### src/common/lsu_pkg.sv
`default_nettype none

package lsu_pkg;

    // load/store opcodes presented by the execute stage
    typedef enum logic [3:0] {
        LS_NONE = 4'd0,
        LS_LB   = 4'd1,
        LS_LBU  = 4'd2,
        LS_LH   = 4'd3,
        LS_LHU  = 4'd4,
        LS_LW   = 4'd5,
        LS_LWL  = 4'd6,
        LS_LWR  = 4'd7,
        LS_SB   = 4'd8,
        LS_SH   = 4'd9,
        LS_SW   = 4'd10,
        LS_SWL  = 4'd11,
        LS_SWR  = 4'd12
    } ls_op_t;

    // memory stage controller states
    typedef enum logic [1:0] {
        ST_IDLE   = 2'd0,
        ST_ACCESS = 2'd1,
        ST_RESP   = 2'd2
    } ctrl_state_t;

    typedef logic [31:0] word_t;

    // 256 words of data RAM
    localparam int RAM_ADDR_BITS = 8;
    localparam int RAM_WORDS     = 1 << RAM_ADDR_BITS;

    // byte lanes per word
    localparam int WORD_BYTES = 4;

endpackage

`default_nettype wire

### src/lsu/ls_controller.sv
`timescale 1ns/1ps
`default_nettype none

module ls_controller import lsu_pkg::*; (
    input  logic                  clk,
    input  logic                  reset,
    input  logic                  req,
    input  logic                  prior_exc,
    input  ls_op_t                op,
    input  word_t                 addr,
    input  word_t                 rt_data,
    output logic                  ack,
    output ls_op_t                cur_op,
    output word_t                 cur_addr,
    output word_t                 cur_rt,
    input  logic [WORD_BYTES-1:0] st_wen,
    input  word_t                 st_wdata,
    input  logic                  st_misalign,
    input  word_t                 ld_data,
    input  logic                  ld_misalign,
    output logic                  ram_en,
    output logic [WORD_BYTES-1:0] ram_wen,
    output word_t                 ram_addr,
    output word_t                 ram_wdata,
    output word_t                 rd_data,
    output logic                  adel,
    output logic                  ades,
    output logic                  exc
);

    ctrl_state_t state;
    logic        cur_exc;
    logic        resp_first;
    word_t       rd_q;
    word_t       resp_data;
    logic        accept;

    assign accept = (state == ST_IDLE) && req;

    // request fields and the earlier exception are sampled on accept
    always_ff @(posedge clk) begin
        if (reset) begin
            cur_op  <= LS_NONE;
            cur_exc <= 1'b0;
        end else if (accept) begin
            cur_op  <= op;
            cur_exc <= prior_exc;
        end
    end

    always_ff @(posedge clk) begin
        if (accept) begin
            cur_addr <= addr;
            cur_rt   <= rt_data;
        end
    end

    // no RAM access on an address error or an earlier exception
    assign ram_en = (state == ST_ACCESS) && (cur_op != LS_NONE) && !cur_exc &&
                    !st_misalign && !ld_misalign;
    assign ram_wen   = {WORD_BYTES{ram_en}} & st_wen;
    assign ram_addr  = cur_addr;
    assign ram_wdata = st_wdata;

    // RAM read word is valid in the first response cycle only
    assign resp_data = exc ? '0 : ld_data;
    assign rd_data   = resp_first ? resp_data : rd_q;

    always_ff @(posedge clk) begin
        if (reset) begin
            state      <= ST_IDLE;
            ack        <= 1'b0;
            adel       <= 1'b0;
            ades       <= 1'b0;
            exc        <= 1'b0;
            resp_first <= 1'b0;
            rd_q       <= '0;
        end else begin
            resp_first <= 1'b0;
            case (state)
                ST_IDLE: begin
                    if (req) begin
                        state <= ST_ACCESS;
                    end
                end
                ST_ACCESS: begin
                    state      <= ST_RESP;
                    ack        <= 1'b1;
                    adel       <= ld_misalign;
                    ades       <= st_misalign;
                    exc        <= cur_exc | ld_misalign | st_misalign;
                    resp_first <= 1'b1;
                end
                ST_RESP: begin
                    if (resp_first) begin
                        rd_q <= resp_data;
                    end
                    // hold the response until the requester lets go
                    if (!req) begin
                        ack   <= 1'b0;
                        state <= ST_IDLE;
                    end
                end
                default: begin
                    state <= ST_IDLE;
                    ack   <= 1'b0;
                end
            endcase
        end
    end

endmodule

`default_nettype wire

### config.mk
export PLATFORM = sky130hd
export DESIGN_NAME = ls_controller
export DESIGN_NICKNAME = d
export VERILOG_FILES = /design/src/common/lsu_pkg.sv /design/src/lsu/ls_controller.sv
export SDC_FILE = /design/constraint.sdc
export NUM_CORES = 1
export LEC_CHECK = 0
export BUFFER_PORTS_ARGS = -buffer_cell sky130_fd_sc_hd__buf_4
export CAP_MARGIN = 20
export CORE_AREA = 2 2 122 124
export CTS_BUF_LIST = sky130_fd_sc_hd__clkbuf_4 sky130_fd_sc_hd__clkbuf_8 sky130_fd_sc_hd__clkbuf_16
export DETAILED_ROUTE_END_ITERATION = 8
export DIE_AREA = 0 0 124 126
export PLACE_DENSITY = 0.64
export SETUP_SLACK_MARGIN = 0.5
export SYNTH_ARGS = -nofsm -noshare
export SYNTH_HDL_FRONTEND = slang
export SYNTH_SLANG_ARGS = --single-unit
### constraint.sdc
create_clock -name clk -period 4.3 [get_ports clk]
set_clock_uncertainty 0.15 [all_clocks]
set_input_delay 0 -clock clk [delete_from_list [all_inputs] [get_ports clk]]
set_output_delay 0 -clock clk [all_outputs]
set_load 0.02 [all_outputs]
==> impl_metrics.json <==
{
  "core_area_mm2": 0.0143,
  "drt_first_pass_iters": 6,
  "ir_worst_vdd_uv": 173,
  "ys_ff_latch": 108,
  "critPathArrivalTime_ns": 2.44,
  "p_per_area_mw_per_mm2": 341,
  "rrSetupSlack_ns": 1.95,
  "path_cells": "nor3b_4 > mux2i_1 > nor2_1 > dlygate4sd3_1",
  "via_per_inst": 4.55,
  "cts_setup_buffers": 0,
  "grt_pass1_wl_um": 21600,
  "async_flop_share_pct": 0,
  "cts_root_buf": "clkbuf_16",
  "max_clock_freq_mhz": 425,
  "clock_sinks": 108,
  "reg2reg_depth": 4,
  "slowest_delay_ns": 0.75,
  "synth_top_area_share_pct": 40.7,
  "startpoint_type": "flop",
  "yosysWarnings": 0,
  "synthMuxAreaShare_pct": 1.48,
  "yosysMostFrequentCell": "buf_4",
  "die_area_mm2": 0.0156,
  "dp_hpwl_um": 9510,
  "synthFlopType": "edfxtp_1",
  "die_h_um": 126,
  "worstPathMaxFanout": 14,
  "synth-xor-area-share_pct": 0,
  "finalHoldViolCount": 0,
  "cp_num_buf_inv": 1,
  "nFillCells": 1177,
  "synth_fa_ha_area_share_pct": 0,
  "period_minus_slack_ns": 2.35,
  "drc": 0,
  "grt_max_degree": 65,
  "min_to": "ram_wen[3]",
  "setup_viol": 0,
  "path_class": "flop to flop",
  "postRouteAntennaNets": 0,
  "clock_path_buffers": 2,
  "grt_pass1_vias": 4216,
  "portBuffers": 250,
  "fin_ws_ns": 1.95,
  "synthTopCellsByCount": "buf_4, edfxtp_1, dfxtp_1",
  "final_cells": 902,
  "grt_usage_pct": 18.2,
  "antenna_found_initial": 2,
  "timing.rr.end": "cur_op[2]$_SDFFE_PP0P_",
  "finalCritPeriodShare_pct": 54.7,
  "pre_cts_ws_ns": 1.42,
  "cp_slowest_cell": "nor3b_4",
  "worstPathRequired_ns": 4.39,
  "num_io_pins": 315,
  "fin_tns_setup_ns": 0,
  "cts_tree": "yes",
  "syn_area_per_cell_um2": 12.1,
  "synthSimpleGateAreaFrac_pct": 5.48,
  "num_vias": 4107,
  "r2r-start": "state[1]$_SDFFE_PP0P_",
  "die_w_um": 124,
  "power_mw": 2.75,
  "syn2layout_area_growth_pct": 70.5,
  "ctsResizeCount": 0,
  "ctsHoldBuffers": 142,
  "insertion_delay_ns": 0.35,
  "drtIter0Drc": 204,
  "synth_top_cell_by_area": "edfxtp_1",
  "synth_seq_area_share_pct": 59.4,
  "relSlewSlack_pct": 41.0,
  "placedCellCount": 739,
  "grt_overflow": 0,
  "tightest_slew_ns": 0.885,
  "critPathTopFamily": "simple AND/OR/NAND/NOR gates",
  "hp-class": "input pin to primary output",
  "drive_gt1_share_pct": 42.6,
  "worstHoldStart": "st_wen[3]",
  "synth_edf_count": 64,
  "cap_violations": 0,
  "synth_compound_area_share_pct": 17.5,
  "syn_nets": 533,
  "endpoint_kind": "flop",
  "synth_top_family_by_area": "compound AO/OA/AOI/OAI gates",
  "slew_viol_final": 0,
  "routedWlPerCell_um": 16.5,
  "syn_area_mm2": 0.00472,
  "min_path_cells": 3,
  "rsz0062_at_grt": "no",
  "rows": 44,
  "cts_buffers": 9,
  "start_util_pct": 33.0,
  "synthTopCellsByArea": "edfxtp_1, dfxtp_1, buf_4",
  "gp_congestion": 0.690,
  "outcome": "finished clean",
  "synthCells": 391,
  "fin_nets": 853,
  "p_leak_nw": 3.37,
  "clk_pin_slew_ns": 0.08,
  "h-tree-depth": 3,
  "yosysUniqueCellTypes": 25,
  "wl_um": 14800
}
[final cells by class]
cell class / count / area (µm²) / share of cell area (%)
Clock buffer: 9 / 225 / 2.80
Tap cell: 184 / 230 / 2.86
Sequential cell: 108 / 2800 / 34.8
Clock inverter: 7 / 111 / 1.38
Inverter: 34 / 128 / 1.58
Timing Repair Buffer: 396 / 3390 / 42.1
Antenna cell: 2 / 5.00 / 0.0622
Multi-Input combinational cell: 162 / 1160 / 14.4
[sequential cells by signal, indices dropped and copies added (netlist names)]
name	count
ack	1
adel	1
ades	1
cur_addr	32
cur_exc	1
cur_op	4
cur_rt	32
exc	1
rd_q	32
resp_first	1
state	2
[where the power goes]
| group | internal [mW] | switching (mW) | total (mW) | leakage, nW |
|---|---|---|---|---|
| registers | 1.17 | 0.0343 | 1.20 | 0.972 |
| clock network | 0.527 | 0.411 | 0.938 | 0.166 |
| logic | 0.301 | 0.305 | 0.606 | 2.23 |
| total | 2.00 | 0.750 | 2.75 | 3.37 |
[placed cells by master, fill, tap and decap left out]
cell and n:
and2_1 4, buf_16 2, dlygate4sd3_1 142, o21ai_0 32, nand2b_4 1, clkinv_4 1, nor4_1 1, and2b_1 1
nor3b_4 1, dfxtp_1 44, a21oi_1 34, clkbuf_16 9, nor3_2 1, edfxtp_1 64, nor3_1 1, buf_4 250
inv_1 34, nor2_1 9, buf_12 1, nand2_1 32, nand2b_1 2, nand3b_1 1, buf_8 1, o21a_1 1
inv_6 1, mux2i_1 7, or3_1 1, diode_2 2, bufinv_16 2, a221oi_2 32, inv_8 3, a211oi_1 1
[worst register-to-register path, cell delays in order (launching register included)]
cell	delay [ns]
dfxtp_1	0.39
nor3b_4	0.75
mux2i_1	0.31
nor2_1	0.07
dlygate4sd3_1	0.58
[cells by family after synthesis]
group	after synthesis
flip-flops	108
AND/OR/NAND/NOR	55
multiplexers	7
AO/OA/AOI/OAI	100
buffers and inverters	121
[through the flow]
stage                     utilization, %  hold WS, ns  area (µm²)
final                               56.3        0.170        8050
after global routing                56.3        0.180        8050
after CTS                           55.7        0.160        7980
after detailed placement            43.5       -0.150        6220
after global placement              43.5       -0.150        6220
after floorplan                        -      -0.0511        4720
[metal layers]
metal  GRT usage [%]  routed length, µm  up-vias
li1                -                  -     1957
met1            18.1               5170     1948
met2            35.2               8170      183
met3            4.80               1230       19
met4            6.87                275        0
met5               0                  0        -
[how the worst max path moves through the flow]
stage / start / end / slack (ns) / cells after the start
6_report: state[1]$_SDFFE_PP0P_ / cur_op[2]$_SDFFE_PP0P_ / 1.95 / 4
5_1_grt: resp_first$_SDFF_PP0_ / rd_data[30] / 1.74 / 5
4_1_cts: resp_first$_SDFF_PP0_ / rd_data[23] / 1.06 / 4
3_5_place_dp: resp_first$_SDFF_PP0_ / rd_q[18]$_SDFFE_PP0N_ / 1.42 / 3
3_3_place_gp: resp_first$_SDFF_PP0_ / rd_data[23] / 1.49 / 4
2_1_floorplan: state[1]$_SDFFE_PP0P_ / cur_exc$_SDFFE_PP0P_ / 1.45 / 3
(Power assumes the default switching activity.)
