### src/common/lsu_pkg.sv
`default_nettype none

package lsu_pkg;

    // load/store opcodes presented by the execute stage
    typedef enum logic [3:0] {
        LS_NONE = 4'd0,
        LS_LB   = 4'd1,
        LS_LBU  = 4'd2,
        LS_LH   = 4'd3,
        LS_LHU  = 4'd4,
        LS_LW   = 4'd5,
        LS_LWL  = 4'd6,
        LS_LWR  = 4'd7,
        LS_SB   = 4'd8,
        LS_SH   = 4'd9,
        LS_SW   = 4'd10,
        LS_SWL  = 4'd11,
        LS_SWR  = 4'd12
    } ls_op_t;

    // memory stage controller states
    typedef enum logic [1:0] {
        ST_IDLE   = 2'd0,
        ST_ACCESS = 2'd1,
        ST_RESP   = 2'd2
    } ctrl_state_t;

    typedef logic [31:0] word_t;

    // 256 words of data RAM
    localparam int RAM_ADDR_BITS = 8;
    localparam int RAM_WORDS     = 1 << RAM_ADDR_BITS;

    // byte lanes per word
    localparam int WORD_BYTES = 4;

endpackage

`default_nettype wire

### src/lsu/store_formatter.sv
`timescale 1ns/1ps
`default_nettype none

module store_formatter import lsu_pkg::*; (
    input  ls_op_t                op,
    input  word_t                 addr,
    input  word_t                 rt_data,
    output logic [WORD_BYTES-1:0] wen,
    output word_t                 wdata,
    output logic                  misalign
);

    logic [1:0] off;

    assign off = addr[1:0];

    always_comb begin
        wen      = '0;
        wdata    = '0;
        misalign = 1'b0;
        case (op)
            LS_SB: begin
                wen   = 4'b0001 << off;
                wdata = {WORD_BYTES{rt_data[7:0]}};
            end
            LS_SH: begin
                // odd halfword address is an ades
                misalign = off[0];
                wen      = off[1] ? 4'b1100 : 4'b0011;
                wdata    = {2{rt_data[15:0]}};
            end
            LS_SW: begin
                misalign = |off;
                wen      = 4'b1111;
                wdata    = rt_data;
            end
            LS_SWL: begin
                // high bytes of rt go down to the addressed byte
                case (off)
                    2'b00: begin
                        wen   = 4'b0001;
                        wdata = {24'h0, rt_data[31:24]};
                    end
                    2'b01: begin
                        wen   = 4'b0011;
                        wdata = {16'h0, rt_data[31:16]};
                    end
                    2'b10: begin
                        wen   = 4'b0111;
                        wdata = {8'h0, rt_data[31:8]};
                    end
                    default: begin
                        wen   = 4'b1111;
                        wdata = rt_data;
                    end
                endcase
            end
            LS_SWR: begin
                // low bytes of rt go up from the addressed byte
                case (off)
                    2'b00: begin
                        wen   = 4'b1111;
                        wdata = rt_data;
                    end
                    2'b01: begin
                        wen   = 4'b1110;
                        wdata = {rt_data[23:0], 8'h0};
                    end
                    2'b10: begin
                        wen   = 4'b1100;
                        wdata = {rt_data[15:0], 16'h0};
                    end
                    default: begin
                        wen   = 4'b1000;
                        wdata = {rt_data[7:0], 24'h0};
                    end
                endcase
            end
            default: begin
                wen = '0;
            end
        endcase
    end

endmodule

`default_nettype wire

### config.mk
export PLATFORM = sky130hd
export DESIGN_NAME = store_formatter
export DESIGN_NICKNAME = d
export VERILOG_FILES = /design/src/common/lsu_pkg.sv /design/src/lsu/store_formatter.sv
export SDC_FILE = /design/constraint.sdc
export NUM_CORES = 1
export LEC_CHECK = 0
export ABC_AREA = 1
export BUFFER_PORTS_ARGS = -buffer_cell sky130_fd_sc_hd__buf_4
export CAP_MARGIN = 20
export CORE_MARGIN = 4
export CORE_UTILIZATION = 29
export DETAILED_ROUTE_END_ITERATION = 6
export GPL_TIMING_DRIVEN = 0
export REMOVE_ABC_BUFFERS = 1
export SYNTH_ARGS = -nofsm -noshare
export SYNTH_HDL_FRONTEND = slang
export SYNTH_SLANG_ARGS = --single-unit
export TNS_END_PERCENT = 10
### constraint.sdc
create_clock -name vclk -period 1.9
set_clock_uncertainty 0.05 [all_clocks]
set_input_delay 0.19 -clock vclk [all_inputs]
set_output_delay 0.19 -clock vclk [all_outputs]
set_load 0.005 [all_outputs]
==> impl_metrics.yaml, run 1 <==
status:
  status: "completed"
synthesis:
  yosysWarningCount: 0
  synthesis.area_sq_um: 1633
  syn_avg_cell_area_sq_um: 4.652
  synth_top_family_by_area: "simple AND/OR/NAND/NOR gates"
  synthAdderAreaFrac_pct: 0
  syn_inst: 351
  synth_compound_area_share_pct: 11.49
  yosys.area_share.simple_pct: 76.32
  ys_seq_area_share_pct: 0
  synth_mux_area_share_pct: 0
  netlist-cell-type-count: 19
  synthXorXnorAreaFrac_pct: 0
place:
  pre_cts_ws_ns: -0.1314
  place.gp.congestion: 0.8486
  numPortBuffers: 75
  hpwl_mm: 4.845
sta:
  setup_slack_ns: 0.1399
  fin_crit_sh_pct: 92.64
  worst_pin_slew_ns: 0.6934
  fmaxAchievable_mhz: 568.1
  finalHoldViolCount: 0
  finalSetupViolCount: 0
  drv_slew: 0
  finalCriticalPeriod_ns: 1.760
  rsz0062_at_grt: "no"
  slew_headroom_pct: 53.60
worst_hold_path:
  hold_path.class: "input port to primary output"
routing:
  via_per_inst: 5.398
  ant_nets: 0
  drt_iter0_drc: 314
  wl_per_cell_um: 14.46
  routed_wl_mm: 7.057
  drc: 0
  detailroute.via_count: 2634
  first_pass_iters: 6
pwr:
  p_int_w: 0.0001956
  sw_frac_of_total_pct: 57.50
  power_density_nw_per_um2: 202.8
  p_sw_w: 0.0002646
  peakVddDrop_mv: 0.07598
  p_leak_nw: 1.233
  sequentialPowerShare_pct: 0
  clkPwrFrac_pct: 0
  share_comb_of_total_power_pct: 100.0
floorplanning:
  die_w_um: 83.04
  start_util_pct: 29.84
  die-area_sq_um: 6895
  die_h_um: 83.04
  io_pins: 105
  core_sq_um: 5473
  std_cell_rows: 27
global_route:
  grt_pass1_vias: 2280
  grt_max_degree: 26
  grt_usage_pct: 18.67
  grt_overflow: 0
  grt_pass1_wl_mm: 11.12
  antenna_found_initial: 0
finish:
  final_cell_mix: "nand2_1 (135), nand3_1 (93), buf_4 (80), nor2_1 (23), a21oi_1 (20)"
  fin_util_pct: 41.47
  drive_above_1_share_pct: 27.16
  area_growth_pct: 39.00
  final_common_cell: "nand2_1"
  fin_nets: 486
  diodes: 0
  design.seq.count: 0
  nClkBuffers: 0
  seqCellArea_sq_um: 0
setup_path:
  cp_max_fo: 13
  critical_path_class: "input port to primary output"
  crit_arrival_ns: 1.52
  critPathLaunchType: "input port"
  required_ns: 1.66
  endpoint_kind: "primary output"
clock_tree:
  hold_buffers: 0
job:
  cap_viol_max_count: 0
[through the flow]
step	cell area (sq um)	TNS (ns)	hold slack, ns	total power [W]	std cells
2_1_floorplan	1509	0	0.4273	0.0001879	332
3_3_place_gp	2162	-6.666	0.6215	0.0004281	479
3_5_place_dp	2177	-1.723	0.6204	0.0004323	480
4_1_cts	2186	0	0.6211	0.0004353	480
5_1_grt	2270	0	0.6289	0.0005052	488
6_report	2270	0	0.6166	0.0004602	488
[worst max-delay path: stages]
cell and delay (ns):
buf_4 0.14, nand2_1 0.06, inv_1 0.11, nand2_4 0.17
clkinvlp_4 0.31, o21ai_0 0.27, nand2_1 0.12, buf_4 0.15
[final timing paths]
path        start   endpoint  slack [ns]  depth (start not counted)
max         op[2]     wen[3]        0.14                          8
min   rt_data[21]  wdata[21]        0.62                          4
[cell usage after synthesis]
master | count | share of area, %
nand2_1 | 135 | 31
nor2_1 | 24 | 5.5
o21a_1 | 3 | 1.4
nand3_2 | 2 | 1.2
nand2_2 | 5 | 1.9
nor2_2 | 2 | 0.77
clkbuf_1 | 1 | 0.23
nand4_1 | 1 | 0.38
inv_2 | 5 | 1.1
nor2_4 | 5 | 3.4
o21ai_0 | 13 | 4.0
nand3b_1 | 1 | 0.46
buf_4 | 7 | 3.2
inv_1 | 15 | 3.4
a21oi_1 | 20 | 6.1
nand3_1 | 93 | 29
buf_6 | 2 | 1.4
or2_2 | 8 | 3.1
buf_2 | 9 | 2.8
[cell type report]
type | count | area, sq um
inverter | 20 | 78.83
fill | 635 | 3203
tap | 72 | 90.09
multi-input combinational | 314 | 1474
timing repair buffer | 82 | 626.9
[cells by family after synthesis]
kind of cell    Yosys count
simple gates            276
buf+inv                  39
compound gates           36
[timing repair]
item,CTS,global route
pin swaps,0,4
setup endpoints to repair,22,34
gates cloned,0,2
gates resized for setup,2,6
buffers inserted,0,6
[power groups by stage]
stage / Clock (W) / Sequential, W / Combinational [W]
after floorplan: 0 / 0 / 0.000188
after global placement: 0 / 0 / 0.000428
final: 0 / 0 / 0.000460
after detailed placement: 0 / 0 / 0.000432
after CTS: 0 / 0 / 0.000435
after global routing: 0 / 0 / 0.000505
[routing by layer]
layer | wire, um | part of all wire [%] | up-vias | track usage, %
met2 | 3153 | 45 | 149 | 31.34
met3 | 676 | 9.6 | 12 | 1.488
met5 | 0 | 0 | - | 0
li1 | - | - | 1298 | -
met1 | 3148 | 45 | 1175 | 26.86
met4 | 79 | 1.1 | 0 | 1.634
No activity file was read; power rests on OpenSTA's default activity.
==> run 2: changes to the inputs <==
--- a/config.mk
+++ b/config.mk
@@ -8,6 +8,7 @@
 export ABC_AREA = 1
 export BUFFER_PORTS_ARGS = -buffer_cell sky130_fd_sc_hd__buf_4
 export CAP_MARGIN = 20
+export CORE_ASPECT_RATIO = 0.75
 export CORE_MARGIN = 4
 export CORE_UTILIZATION = 29
 export DETAILED_ROUTE_END_ITERATION = 6
==> impl_metrics.yaml, run 2 (synthesized netlist as in run 1, its figures left out) <==
status:
  status: "completed"
global_route:
  grt_usage_pct: 19.49
  grt_pass1_vias: 2271
  grt_pass1_wl_mm: 11.07
  grt_max_degree: 26
  grt_overflow: 0
  antenna_found_initial: 0
routing:
  detailroute.via_count: 2571
  wirelength_met1_mm: 3.142
  wl_met2_mm: 3.164
  routed_wl_mm: 7.045
  drc: 0
  via_per_inst: 5.247
  first_pass_iters: 7
  drt_iter0_drc: 188
  top_layer_used: "met4"
  wl_met3_um: 690
  wl_per_cell_um: 14.38
  ant_nets: 0
sta:
  finalSetupViolCount: 0
  worst_pin_slew_ns: 0.7712
  slew_headroom_pct: 48.40
  finalHoldViolCount: 0
  drv_slew: 0
  fin_crit_sh_pct: 96.53
  finalCriticalPeriod_ns: 1.834
  rsz0062_at_grt: "no"
  setup_slack_ns: 0.06598
  fmaxAchievable_mhz: 545.3
floorplanning:
  die_w_um: 94.65
  core_sq_um: 5410
  std_cell_rows: 23
  die-area_sq_um: 6908
  die_h_um: 72.99
  io_pins: 105
  start_util_pct: 30.18
worst_hold_path:
  hold_path.class: "input port to primary output"
finish:
  design.seq.count: 0
  final_cells: 490
  drive_above_1_share_pct: 26.99
  nClkBuffers: 0
  seqCellArea_sq_um: 0
  diodes: 0
  final_common_cell: "nand2_1"
  final_cell_mix: "nand2_1 (135), nand3_1 (93), buf_4 (80), nor2_1 (23), a21oi_1 (20)"
  fin_area_sq_um: 2261
  multi_input_area_sq_um: 1465
  area_growth_pct: 38.47
  fin_nets: 485
  n_fill_cell: 627
clock_tree:
  hold_buffers: 0
setup_path:
  cp_max_fo: 13
  required_ns: 1.66
  critPathLaunchType: "input port"
  crit_arrival_ns: 1.59
  crit_chain: "buf_4 -> nand2_1 -> inv_1 -> nand2_2 -> clkinvlp_4 -> o21ai_1 -> nand2_1 -> buf_4"
  endpoint_kind: "primary output"
  cpPeakStageDelay_ns: 0.34
  critical_path_class: "input port to primary output"
  cp_slowest_cell: "clkinvlp_4"
pwr:
  share_comb_of_total_power_pct: 100.0
  sequentialPowerShare_pct: 0
  p_sw_w: 0.0002613
  peakVddDrop_mv: 0.07817
  clkPwrFrac_pct: 0
  power_density_nw_per_um2: 201.7
  p_int_w: 0.0001948
  sw_frac_of_total_pct: 57.29
  p_leak_nw: 1.221
place:
  dpl.cell_count: 483
  hpwl_mm: 4.866
  dpl_cell_area_sq_um: 2177
  place.gp.congestion: 0.8622
  numPortBuffers: 75
  pre_cts_ws_ns: -0.1487
job:
  cap_viol_max_count: 0
run 2: layout make-up:
cell class | instances | area share (%)
tap | 75 | 4.151
inverter | 20 | 3.486
timing repair buffer | 82 | 27.56
multi-input combinational | 313 | 64.80
run 2: routing by layer:
layer,vias to the layer above,global-route usage (%)
met4,0,3.040
li1,1285,-
met1,1152,29.20
met2,128,30.94
met5,-,0
met3,6,1.443
run 2: timing repair:
item,4_1_cts,5_1_grt
setup endpoints to repair,22,35
buffers inserted,0,6
pin swaps,0,3
resized for setup,2,6
cloned,0,1
run 2: power groups by stage:
stage          Combinational, W  Sequential (W)  Clock (W)
2_1_floorplan          0.000188               0          0
3_3_place_gp           0.000429               0          0
3_5_place_dp           0.000434               0          0
4_1_cts                0.000437               0          0
5_1_grt                0.000504               0          0
6_report               0.000456               0          0
run 2: worst max-delay path: cells and delay by family:
| kind | cells | cell delay (ns) |
|---|---|---|
| AO/OA/AOI/OAI | 1 | 0.27 |
| AND/OR/NAND/NOR | 3 | 0.39 |
| buffers and inverters | 4 | 0.73 |
run 2: metrics by stage:
stage | setup TNS [ns] | power [W] | utilization, % | hold slack, ns
6_report | 0 | 0.0004561 | 41.79 | 0.6164
5_1_grt | 0 | 0.0005045 | 41.79 | 0.6473
4_1_cts | 0 | 0.0004365 | 40.40 | 0.6228
3_5_place_dp | -2.189 | 0.0004338 | 40.24 | 0.6226
3_3_place_gp | -6.953 | 0.0004291 | 40.03 | 0.6186
2_1_floorplan | 0 | 0.0001879 | - | 0.4273
run 2: final timing paths:
path / from / endpoint / slack [ns] / cells past startpoint
min: rt_data[21] / wdata[21] / 0.62 / 4
max: op[2] / wen[3] / 0.07 / 8
==> run 3: changes to the inputs <==
--- a/config.mk
+++ b/config.mk
@@ -13,6 +13,7 @@
 export CORE_UTILIZATION = 29
 export DETAILED_ROUTE_END_ITERATION = 6
 export GPL_TIMING_DRIVEN = 0
+export PLACE_DENSITY = 0.61
 export REMOVE_ABC_BUFFERS = 1
 export SYNTH_ARGS = -nofsm -noshare
 export SYNTH_HDL_FRONTEND = slang
==> impl_metrics.yaml, run 3 (synthesized netlist as in run 1, its figures left out) <==
finish:
  diodes: 0
  seqCellArea_sq_um: 0
  multi_input_area_sq_um: 1463
  area_growth_pct: 37.16
  drive_above_1_share_pct: 26.63
  final_cell_mix: "nand2_1 (135), nand3_1 (93), buf_4 (79), nor2_1 (23), a21oi_1 (20)"
  fin_nets: 483
  final_common_cell: "nand2_1"
  n_fill_cell: 631
  design.seq.count: 0
  nClkBuffers: 0
  final_cells: 488
  fin_util_pct: 41.40
sta:
  rsz0062_at_grt: "no"
  worst_pin_slew_ns: 0.7767
  finalSetupViolCount: 0
  fin_crit_sh_pct: 93.58
  finalHoldViolCount: 0
  drv_slew: 0
  fmaxAchievable_mhz: 562.4
  fin_hold_ws_ns: 0.6179
  setup_tns_ns: 0
  slew_headroom_pct: 48.03
  finalCriticalPeriod_ns: 1.778
pwr:
  clkPwrFrac_pct: 0
  power_density_nw_per_um2: 203.1
  p_sw_w: 0.0002634
  report.power.total_w: 0.0004550
  p_int_w: 0.0001915
  sw_frac_of_total_pct: 57.90
  p_leak_nw: 1.218
  peakVddDrop_mv: 0.08312
  sequentialPowerShare_pct: 0
  share_comb_of_total_power_pct: 100.0
routing:
  wl_met2_mm: 3.180
  via_per_inst: 5.248
  wirelength_met1_mm: 3.211
  routed_wl_mm: 7.155
  wl_met3_um: 715
  ant_nets: 0
  first_pass_iters: 5
  drt_iter0_drc: 249
  drc: 0
  top_layer_used: "met4"
  detailroute.via_count: 2561
  wl_per_cell_um: 14.66
setup_path:
  critPathLaunchType: "input port"
  required_ns: 1.66
  crit_arrival_ns: 1.54
  endpoint_kind: "primary output"
  critical_path_class: "input port to primary output"
  cp_max_fo: 16
floorplanning:
  std_cell_rows: 23
  die_h_um: 72.99
  die-area_sq_um: 6908
  die_w_um: 94.65
  start_util_pct: 30.18
  core_sq_um: 5410
  io_pins: 105
job:
  cap_viol_max_count: 0
global_route:
  grt_pass1_vias: 2311
  grt_overflow: 0
  grt_usage_pct: 19.82
  grt_pass1_wl_mm: 11.32
  antenna_found_initial: 0
  grt_max_degree: 26
place:
  hpwl_mm: 4.943
  numPortBuffers: 75
  dpl.cell_count: 483
  place.gp.congestion: 0.8810
status:
  status: "completed"
worst_hold_path:
  hold_path.class: "input port to primary output"
clock_tree:
  hold_buffers: 0
-- run 3: cell count changes in the layout (fill, tap and decap cells not counted) --
cell / before / now
nand2_2: 3 / 2
o21ai_1: 1 / 0
buf_4: 80 / 79
nand3_2: 1 / 2
nand3_4: 1 / 0
buf_6: 2 / 1
nand2_4: 2 / 3
o21ai_0: 12 / 13
-- run 3: per-stage QoR --
stage | worst slack (ns) | area (sq um)
floorplan | 0.4366 | 1509
global placement | -0.3426 | 2166
detailed placement | -0.1608 | 2173
CTS | 0.006868 | 2182
global route | 0.001277 | 2240
finish | 0.1219 | 2240
-- run 3: layer usage --
metal / vias up / global-route usage [%]
met2: 149 / 32.19
met4: 0 / 3.200
met1: 1121 / 28.64
li1: 1283 / -
met3: 8 / 2.165
met5: - / 0
-- run 3: what timing repair did --
action | 4_1_cts | 5_1_grt
endpoints found under the hold margin | 0 | 0
gates cloned | 0 | 1
setup buffers | 0 | 4
pin swaps | 0 | 3
endpoints found under the setup margin | 22 | 35
resized for setup | 2 | 5
-- run 3: worst paths after layout --
kind  cells past startpoint  slack (ns)         from         to
max                       7        0.12        op[0]  wdata[28]
min                       4        0.62  rt_data[23]  wdata[23]
-- run 3: power groups by stage --
stage               sequential (W)  clock [W]  combinational (W)
detailed placement               0          0           0.000435
floorplan                        0          0           0.000188
CTS                              0          0           0.000438
global route                     0          0           0.000502
global placement                 0          0           0.000429
finish                           0          0           0.000455
-- run 3: worst max-delay path, stage by stage --
cell and delay (ns):
buf_4 0.14, nor2_4 0.40, nand2_4 0.18, clkinvlp_4 0.28, nand3_1 0.12, nand3b_1 0.11
buf_4 0.11
-- run 3: final cells by class --
type / count / share of cell area [%]
Timing Repair Buffer: 80 / 26.98
Tap cell: 75 / 4.190
Inverter: 20 / 3.520
Multi-Input combinational cell: 313 / 65.31
