===== src/common/lsu_pkg.sv =====
`default_nettype none

package lsu_pkg;

    // load/store opcodes presented by the execute stage
    typedef enum logic [3:0] {
        LS_NONE = 4'd0,
        LS_LB   = 4'd1,
        LS_LBU  = 4'd2,
        LS_LH   = 4'd3,
        LS_LHU  = 4'd4,
        LS_LW   = 4'd5,
        LS_LWL  = 4'd6,
        LS_LWR  = 4'd7,
        LS_SB   = 4'd8,
        LS_SH   = 4'd9,
        LS_SW   = 4'd10,
        LS_SWL  = 4'd11,
        LS_SWR  = 4'd12
    } ls_op_t;

    // memory stage controller states
    typedef enum logic [1:0] {
        ST_IDLE   = 2'd0,
        ST_ACCESS = 2'd1,
        ST_RESP   = 2'd2
    } ctrl_state_t;

    typedef logic [31:0] word_t;

    // 256 words of data RAM
    localparam int RAM_ADDR_BITS = 8;
    localparam int RAM_WORDS     = 1 << RAM_ADDR_BITS;

    // byte lanes per word
    localparam int WORD_BYTES = 4;

endpackage

`default_nettype wire


===== src/lsu/load_aligner.sv =====
`timescale 1ns/1ps
`default_nettype none

module load_aligner import lsu_pkg::*; (
    input  ls_op_t op,
    input  word_t  addr,
    input  word_t  rt_data,
    input  word_t  rdata,
    output word_t  data,
    output logic   misalign
);

    logic [1:0]  off;
    logic [7:0]  sel_byte;
    logic [15:0] sel_half;

    assign off = addr[1:0];

    // addressed byte and halfword of the RAM word
    always_comb begin
        case (off)
            2'b00:   sel_byte = rdata[7:0];
            2'b01:   sel_byte = rdata[15:8];
            2'b10:   sel_byte = rdata[23:16];
            default: sel_byte = rdata[31:24];
        endcase
    end

    assign sel_half = off[1] ? rdata[31:16] : rdata[15:0];

    always_comb begin
        case (op)
            LS_LH, LS_LHU: misalign = off[0];
            LS_LW:         misalign = |off;
            default:       misalign = 1'b0;
        endcase
    end

    always_comb begin
        data = '0;
        case (op)
            LS_LB:  data = {{24{sel_byte[7]}}, sel_byte};
            LS_LBU: data = {24'h0, sel_byte};
            LS_LH:  data = {{16{sel_half[15]}}, sel_half};
            LS_LHU: data = {16'h0, sel_half};
            LS_LW:  data = rdata;
            LS_LWL: begin
                // RAM bytes fill rt from the top down
                case (off)
                    2'b00:   data = {rdata[7:0], rt_data[23:0]};
                    2'b01:   data = {rdata[15:0], rt_data[15:0]};
                    2'b10:   data = {rdata[23:0], rt_data[7:0]};
                    default: data = rdata;
                endcase
            end
            LS_LWR: begin
                // RAM bytes fill rt from the bottom up
                case (off)
                    2'b00:   data = rdata;
                    2'b01:   data = {rt_data[31:24], rdata[31:8]};
                    2'b10:   data = {rt_data[31:16], rdata[31:16]};
                    default: data = {rt_data[31:8], rdata[31:24]};
                endcase
            end
            default: begin
                data = '0;
            end
        endcase
    end

endmodule

`default_nettype wire


===== config.mk =====
export PLATFORM = sky130hd
export DESIGN_NAME = load_aligner
export DESIGN_NICKNAME = d
export VERILOG_FILES = /design/src/common/lsu_pkg.sv /design/src/lsu/load_aligner.sv
export SDC_FILE = /design/constraint.sdc
export NUM_CORES = 1
export LEC_CHECK = 0
export BUFFER_PORTS_ARGS = -buffer_cell sky130_fd_sc_hd__buf_4
export CELL_PAD_IN_SITES_DETAIL_PLACEMENT = 0
export CELL_PAD_IN_SITES_GLOBAL_PLACEMENT = 1
export CORE_MARGIN = 5
export CORE_UTILIZATION = 32
export DETAILED_ROUTE_END_ITERATION = 8
export MAX_ROUTING_LAYER = met4
export PLACE_DENSITY = 0.95
export SLEW_MARGIN = 5
export SYNTH_ARGS = -nofsm -noshare
export SYNTH_HDL_FRONTEND = slang
export SYNTH_SLANG_ARGS = --single-unit

===== constraint.sdc =====
create_clock -name vclk -period 2.9
set_input_delay 0.145 -clock vclk [all_inputs]
set_output_delay 0.145 -clock vclk [all_outputs]
set_load 0.02 [all_outputs]

==> metrics, run 1 <==
number of DRC markers in iteration 0=218; Setup TNS Final=0 ns; Initial DRT Pass Iterations=5; I/O Pins=133; site row count=28; Die W=~87 um; Via Count=about 2400; Hold Buf Count CTS=0; vias in the first global route=around 2300; Worst Setup End Kind=primary output; worst endpoint data arrival time=2.05 ns; port bufs=103; initial antenna violation count=0; post-route ant nets=0; Syn Nets=322; Leak Pwr=1.245 nW; max cap viols=0; Final Hold Viols=0; Core Util, Final=0.4476; sequential area share after synthesis=0; worst slew pin tran=roughly 0.86 ns; switching share of power=0.5150; biggest area consumer among synthesized cells=mux2i_1; Distinct cells, synth=37; Clk pwr share=0; outcome=complete, no violations; core area=0.005851 sq mm; non-filler cells, final=378; Starting Density=0.3259; Max IR drop VDD=0.07339 mV; Worst path max stage delay=about 0.51 ns; Logic pwr share=1.000; DRC Markers=0; Routed WL=7.439 mm; Rel. slew slack=0.4271; Avg Synthesized Cell Area=around 8.6 sq um; share of cells above drive strength 1=0.4026; Synth Warn #=0; register share of total power=0; post-route cell area=roughly 0.0026 sq mm; pin count of the biggest net entering global routing=42; FMAX=about 460 MHz; top cells by area, synth=mux2i_1 22%, mux4_2 12%, nand2_1 8.3%; DIE HEIGHT=roughly 87 um; DPL Wire Length=5.340 mm; vias per cell=6.238; crit path from=addr[1]; Die Area=0.007603 sq mm; Setup crit end=data[18]; Setup WS post-layout=around 0.71 ns; Syn-to-layout area delta=37.34%; register area=0 sq um; Final Max Slew Viols=0; GP Congestion=0.8156; first-pass GRT wire length=approximately 11 mm; # diodes=0; design internal power=217.2 uW; Sw Pwr=230.7 uW; worst hold path class=in -> out; clk_buf instances=0; Setup WS pre-CTS=0.7323 ns; crit path kind=in -> out; NumNets Final=405; cell mode on critical path=buf_4; WP data required=2.76 ns; crit share post-route=0.7559; Avg WL per Cell=19.68 um; # placed instances=between 300 and 400; final setup vio count=0; crit path launch type=input pin; grt ovf=0; post-CTS resize count=0; Total GRT Usage=0.1861; fin crit period=2.192 ns; mapped cell area=0.001907 sq mm; Syn Inst Count=roughly 220; placed cell areas=0.002619 sq mm; total setup buffers inserted after CTS=0; CP max stage cell=buf_4; Seq cells=0; Yosys top cell area share=0.2152; RSZ-0062 raised after global routing=false; Max FO, Critical Path=41; pwr/cell area=171.0 mW/mm^2; crit path cell chain=buf_4 > buf_4 > mux4_1 > a222oi_1 > nand2_1 > buf_4
synth_stat cells, drive strengths merged (2+ instances only):
library cell / count
o211ai: 8
nor3b: 3
o2111ai: 7
nand3b: 3
mux2i: 41
buf: 23
o2bb2ai: 8
and4b: 2
a22oi: 7
o21ai: 11
clkbuf: 4
a21oi: 3
mux4: 15
nand3: 2
nand2b: 4
nor2: 5
a221o: 8
nand2: 42
a222oi: 15
o21a: 2
worst min path at each step:
stage          endpoint  cells after the start        start  slack, ns
6_report       data[25]                      4  rt_data[25]       0.62
3_5_place_dp   data[25]                      4  rt_data[25]       0.62
4_1_cts         data[4]                      3   rt_data[4]       0.62
3_3_place_gp   data[29]                      4  rt_data[29]       0.62
2_1_floorplan  data[19]                      2    rdata[19]       0.50
5_1_grt         data[5]                      3   rt_data[5]       0.63
stage by stage:
stage | power, mW | hold WS (ns)
after detailed placement | 0.4452 | 0.6182
after global routing | 0.4796 | 0.6329
final | 0.4479 | 0.6174
after CTS | 0.4464 | 0.6191
after floorplan | 0.2639 | 0.5004
after global placement | 0.4367 | 0.6170
routing by layer:
metal / global-route usage / part of all wire / wire, um
met5: - / 0 / 0
met4: 0.01534 / 0.0051 / 38
met3: 0.01798 / 0.088 / 657
met2: 0.3320 / 0.50 / 3716
met1: 0.2369 / 0.41 / 3026
logic make-up after synthesis:
logic type             share of synthesized area
AO/OA/AOI/OAI                             0.3150
XOR/XNOR                                0.004594
buffers and inverters                     0.1089
multiplexers                              0.4022
AND/OR/NAND/NOR                           0.1693
layout make-up:
class,count,area (sq um)
Multi-Input combinational cell,195,1714
Timing Repair Buffer,108,810.8
Tap cell,75,93.84
Fill cell,582,3232
cells in the final DEF (no fill, tap or decap), drive strengths merged, types with 5 or more instances in the layout:
master     n
o211ai     8
nor2       5
o2111ai    7
nand2     42
o2bb2ai    8
mux2i     41
a22oi      7
o21ai     11
mux4      15
a221o      8
a222oi    15
buf      108
power by group through the flow:
stage               Sequential, mW  Combinational (mW)  Clock, mW
floorplan                        0               0.264          0
global placement                 0               0.437          0
detailed placement               0               0.445          0
CTS                              0               0.446          0
global route                     0               0.480          0
finish                           0               0.448          0
worst max-delay path: cells and delay by family:
family	cells	cell delay, ns
mux	1	0.36
simple gates	1	0.09
compound gates	1	0.35
buf+inv	3	1.08
No activity file was read; power rests on OpenSTA's default activity.
==> inputs of run 2 (changes only) <==
Settings changed: CORE_UTILIZATION 32 to 27, PLACE_DENSITY 0.95 to 0.9.
Clock period 2.9 ns to 1.8 ns, I/O delays scaled along.
==> run 2 against run 1 <==
  * Combinational power is 69% higher
  * Sequential share of layout area stayed put
  * Hold slack worse by 0.11 ns
  * Critical path type unchanged
==> metrics, run 2 (same netlist as run 1, synthesis figures left out) <==
pin count of the biggest net entering global routing=37 (was 42); Die W=94.04 um (was 87.20 um); M2 GR Usage=0.2980 (was 0.3320); fill count=719 (was 582); pwr/cell area=270.0 mW/mm^2 (was 171.0 mW/mm^2); I/O Pins=133 (unchanged); Hold WS=0.5102 ns (was 0.6174 ns); grt met1 use=0.2300 (was 0.2369); Sw Pwr=381.4 uW (was 230.7 uW); switching share of power=0.5052 (was 0.5150); Seq cells=0 (unchanged); Final Hold Viols=0 (unchanged); port bufs=103 (unchanged); Max FO, Critical Path=18 (was 41); Die Area=0.008843 sq mm (was 0.007603 sq mm); max cap viols=0 (unchanged); Syn-to-layout area delta=46.65% (was 37.34%); Avg WL per Cell=19.08 um (was 19.68 um); Leak Pwr=1.327 nW (was 1.245 nW); Starting Density=0.2791 (was 0.3259); clk_buf instances=0 (unchanged); Core Util, Final=0.4093 (was 0.4476); initial antenna violation count=0 (unchanged); number of DRC markers in iteration 0=214 (was 218); final setup vio count=0 (unchanged); Via Count=2395 (was 2358); vias in the first global route=2414 (was 2293); post-route cell area=0.002796 sq mm (was 0.002619 sq mm); Logic pwr share=1.000 (about the same); Final Max Slew Viols=0 (unchanged); Worst Setup End Kind=primary output (unchanged); placed cell areas=0.002793 sq mm (was 0.002619 sq mm); total setup buffers inserted after CTS=0 (unchanged); Rel. slew slack=0.5804 (was 0.4271); site row count=30 (was 28); Setup WS pre-CTS=-0.004962 ns (was 0.7323 ns); post-route ant nets=0 (unchanged); core area=0.006832 sq mm (was 0.005851 sq mm); FMAX=572.4 MHz; met3 Use GR=0.01362 (was 0.01798); most common cell after layout, fill and taps aside=buf_4 (unchanged); most frequent cells in the layout=117 x buf_4, 42 x nand2_1, 41 x mux2i_1 (was 108 x buf_4, 42 x nand2_1, 41 x mux2i_1); DRC Markers=0 (unchanged); first-pass GRT wire length=12.35 mm (was 11.36 mm); grt peak-use layer=met2 (unchanged); fin crit period=around 1.7 ns; Total GRT Usage=0.1744 (was 0.1861); NumNets Final=418 (was 405); DPL Wire Length=6.088 mm (was 5.340 mm); Clk pwr share=0 (about the same); design internal power=373.5 uW (was 217.2 uW); outcome=complete, no violations (unchanged); vias per cell=5.813 (was 6.238); Routed WL=7.859 mm (was 7.439 mm); worst hold path class=in -> out (unchanged); Max IR drop VDD=0.1026 mV (was 0.07339 mV); crit path launch type=input pin (unchanged); register area=0 sq um (unchanged); RSZ-0062 raised after global routing=false (unchanged); worst slew pin tran=0.6294 ns (was 0.8563 ns); grt ovf=0 (unchanged); DIE HEIGHT=94.04 um (was 87.20 um); Setup WS post-layout=0.05294 ns (was 0.7080 ns); GP Congestion=0.8467 (was 0.8156); register share of total power=0 (about the same); share of cells above drive strength 1=0.4335 (was 0.4026); WP data required=1.71 ns (was 2.76 ns); crit share post-route=0.9706; worst endpoint data arrival time=1.66 ns (was 2.05 ns); crit path kind=in -> out (unchanged); # diodes=0 (unchanged); Initial DRT Pass Iterations=6 (was 5)
-- run 2: critical path, cell delays in order --
cell and delay, ns:
buf_4 0.13, buf_12 0.17, mux4_1 0.57, a222oi_1 0.41, nand2_1 0.11, buf_4 0.17
-- run 2: repair_timing --
action | in CTS | in global routing
setup endpoints to repair | 0 | 18
hold buffers | 0 | 0
gates resized for setup | 0 | 2
-- run 2: worst paths after layout --
check | from | end | cells after the start
worst max-delay path | addr[0] | data[22] | 6
worst min-delay path | rt_data[25] | data[25] | 4
-- run 2: per-stage QoR --
stage	TNS [ns]	total power [mW]	std cells
floorplan	0	0.4252	222
global placement	0	0.7380	412
detailed placement	-0.004962	0.7512	412
CTS	0	0.7532	412
global route	0	0.8139	412
finish	0	0.7549	412
-- run 2: metal layers --
layer	up-vias	wire length (um)
li1	1114	-
met1	1169	3384
met2	106	3980
met3	6	461
met4	0	33
met5	-	0
-- run 2: final cells by class --
| class | instances | area (sq um) | area share |
|---|---|---|---|
| multi-input combinational | 195 | 1718 | 0.6143 |
| tap | 96 | 120.1 | 0.04295 |
| timing repair buffer | 121 | 958.4 | 0.3427 |
-- run 2: power by group through the flow --
stage	logic (mW)	clock network, mW	registers, mW
after floorplan	0.425	0	0
after global placement	0.738	0	0
after detailed placement	0.751	0	0
after CTS	0.753	0	0
after global routing	0.814	0	0
final	0.755	0	0
==> inputs of run 3 (changes only) <==
--- a/config.mk
+++ b/config.mk
@@ -7,8 +7,6 @@
 export LEC_CHECK = 0
 export BUFFER_PORTS_ARGS = -buffer_cell sky130_fd_sc_hd__buf_4
-export CELL_PAD_IN_SITES_DETAIL_PLACEMENT = 0
-export CELL_PAD_IN_SITES_GLOBAL_PLACEMENT = 1
 export CORE_MARGIN = 5
-export CORE_UTILIZATION = 27
+export CORE_UTILIZATION = 40
 export DETAILED_ROUTE_END_ITERATION = 8
 export MAX_ROUTING_LAYER = met4
==> constraint.sdc (replaced) <==
create_clock -name vclk -period 1.8
set_input_delay 0.18 -clock vclk [all_inputs]
set_output_delay 0.18 -clock vclk [all_outputs]
set_load 0.02 [all_outputs]
==> run 3 against run 2 <==
  * Global-route usage up 6.9 points
  * Critical endpoint is now data[15]
  * Cell area up 8.8%
  * Non-clock buffer count up 23
  * Fmax down 1.1%
  * Critical path depth unchanged
  * Via count up 8.9%
  * Critical path type unchanged
  * Hold slack better by 0.17 ns
  * Setup slack worse by 0.020 ns
  * Wire length up 2.9%
==> metrics, run 3 (same netlist as run 1, synthesis figures left out) <==
vias in the first global route=2571 (was 2414); post-route cell area=0.003043 sq mm (was 0.002796 sq mm); DRC Markers=0 (unchanged); most common cell after layout, fill and taps aside=buf_4 (unchanged); Die Area=0.006248 sq mm (was 0.008843 sq mm); Final Hold Viols=0 (unchanged); Rel. slew slack=0.6406 (was 0.5804); # diodes=0 (unchanged); first-pass GRT wire length=12.30 mm (was 12.35 mm); Via Count=2608 (was 2395); core area=0.004661 sq mm (was 0.006832 sq mm); site row count=25 (was 30); outcome=complete, no violations (unchanged); Syn-to-layout area delta=59.58% (was 46.65%); initial antenna violation count=0 (unchanged); Setup TNS Final=0 ns (unchanged); DIE HEIGHT=79.05 um (was 94.04 um); vias per cell=6.636 (was 5.813); post-route ant nets=0 (unchanged); Routed WL=8.087 mm (was 7.859 mm); worst endpoint data arrival time=1.59 ns (was 1.66 ns); Logic pwr share=1.000 (about the same); depth of the worst hold-timing path=4 (unchanged); clk_buf instances=0 (unchanged); number of DRC markers in iteration 0=282 (was 214); CP max stage cell=mux4_2 (was mux4_1); fin crit period=1.767 ns (was 1.747 ns); critical path depth=6 (unchanged); worst hold path class=in -> out (unchanged); NumNets Final=441 (was 418); design internal power=426.2 uW (was 373.5 uW); final setup vio count=0 (unchanged); Avg WL per Cell=20.58 um (was 19.08 um); max cap viols=0 (unchanged); Hold WS=0.6845 ns (was 0.5102 ns); pwr/cell area=272.1 mW/mm^2 (was 270.0 mW/mm^2); Final Max Slew Viols=0 (unchanged); WP data required=1.62 ns (was 1.71 ns); Max IR drop VDD=0.1380 mV (was 0.1026 mV); Worst path max stage delay=0.56 ns (was 0.57 ns); Max FO, Critical Path=5 (was 18); share of cells above drive strength 1=0.5015 (was 0.4335); Seq cells=0 (unchanged); register area=0 sq um (unchanged); GP Congestion=0.8875 (was 0.8467); worst slew pin tran=0.5385 ns (was 0.6294 ns); port bufs=103 (unchanged); crit share post-route=0.9816 (was 0.9706); Bufs and invs on worst path=3 (unchanged); I/O Pins=133 (unchanged); cell mode on critical path=buf_4 (unchanged); crit path cell chain=buf_12 > mux4_2 > o2111ai_4 > buf_4 > nand4_1 > buf_4 (was buf_4 > buf_12 > mux4_1 > a222oi_1 > nand2_1 > buf_4); pin count of the biggest net entering global routing=35 (was 37); Total GRT Usage=0.2431 (was 0.1744); switching share of power=0.4852 (was 0.5052); Die W=79.05 um (was 94.04 um); grt ovf=0 (unchanged); Clk pwr share=0 (about the same); register share of total power=0 (about the same); most frequent cells in the layout=130 x buf_4, 42 x nand2_1, 40 x mux2i_1 (was 117 x buf_4, 42 x nand2_1, 41 x mux2i_1); FMAX=566.0 MHz (was 572.4 MHz); placed cell areas=0.002820 sq mm (was 0.002793 sq mm); Initial DRT Pass Iterations=5 (was 6); Worst Setup End Kind=primary output (unchanged); Sw Pwr=401.7 uW (was 381.4 uW); Starting Density=0.4091 (was 0.2791); kind of cell adding the most delay to the critical path=multiplexers (unchanged); DPL Wire Length=5.791 mm (was 6.088 mm); crit path launch type=input pin (unchanged); Leak Pwr=1.480 nW (was 1.327 nW); crit path kind=in -> out (unchanged)
-- run 3: routing by layer --
metal,wire (um),track usage
met1,3021,0.2944
met2,4162,0.4276
met3,741,0.02948
met4,161,0.06357
met5,0,-
-- run 3: cell type report --
cell class         count  area, sq um
multi-input cells    195         1748
repair buffers       144         1227
fillers              389         1618
well taps             54        67.56
-- run 3: path summary, 6_finish.rpt --
check	slack (ns)	start	end
min	0.68	rt_data[29]	data[29]
max	0.03	addr[0]	data[15]
-- run 3: power groups by stage --
| stage | Clock (mW) | Sequential (mW) | Combinational (mW) |
|---|---|---|---|
| final | 0 | 0 | 0.828 |
| after global routing | 0 | 0 | 0.881 |
| after CTS | 0 | 0 | 0.772 |
| after detailed placement | 0 | 0 | 0.761 |
| after global placement | 0 | 0 | 0.740 |
| after floorplan | 0 | 0 | 0.425 |
-- run 3: through the flow --
stage	total power, mW	utilization	setup WS [ns]	std cells
floorplan	0.4252	-	0.1270	222
global placement	0.7401	0.6051	-0.02947	379
detailed placement	0.7607	0.6051	-0.09243	379
CTS	0.7720	0.6123	0.02192	383
global route	0.8809	0.6529	-0.01593	393
finish	0.8279	0.6529	0.03319	393
-- run 3: what timing repair did --
| item | in CTS | in global routing |
|---|---|---|
| gates resized for setup | 4 | 17 |
| gates cloned | 0 | 4 |
| setup buffers | 4 | 6 |
| hold buffers | 0 | 0 |
| pin swaps | 2 | 9 |
| setup endpoints to repair | 10 | 19 |
| hold endpoints to repair | 0 | 0 |
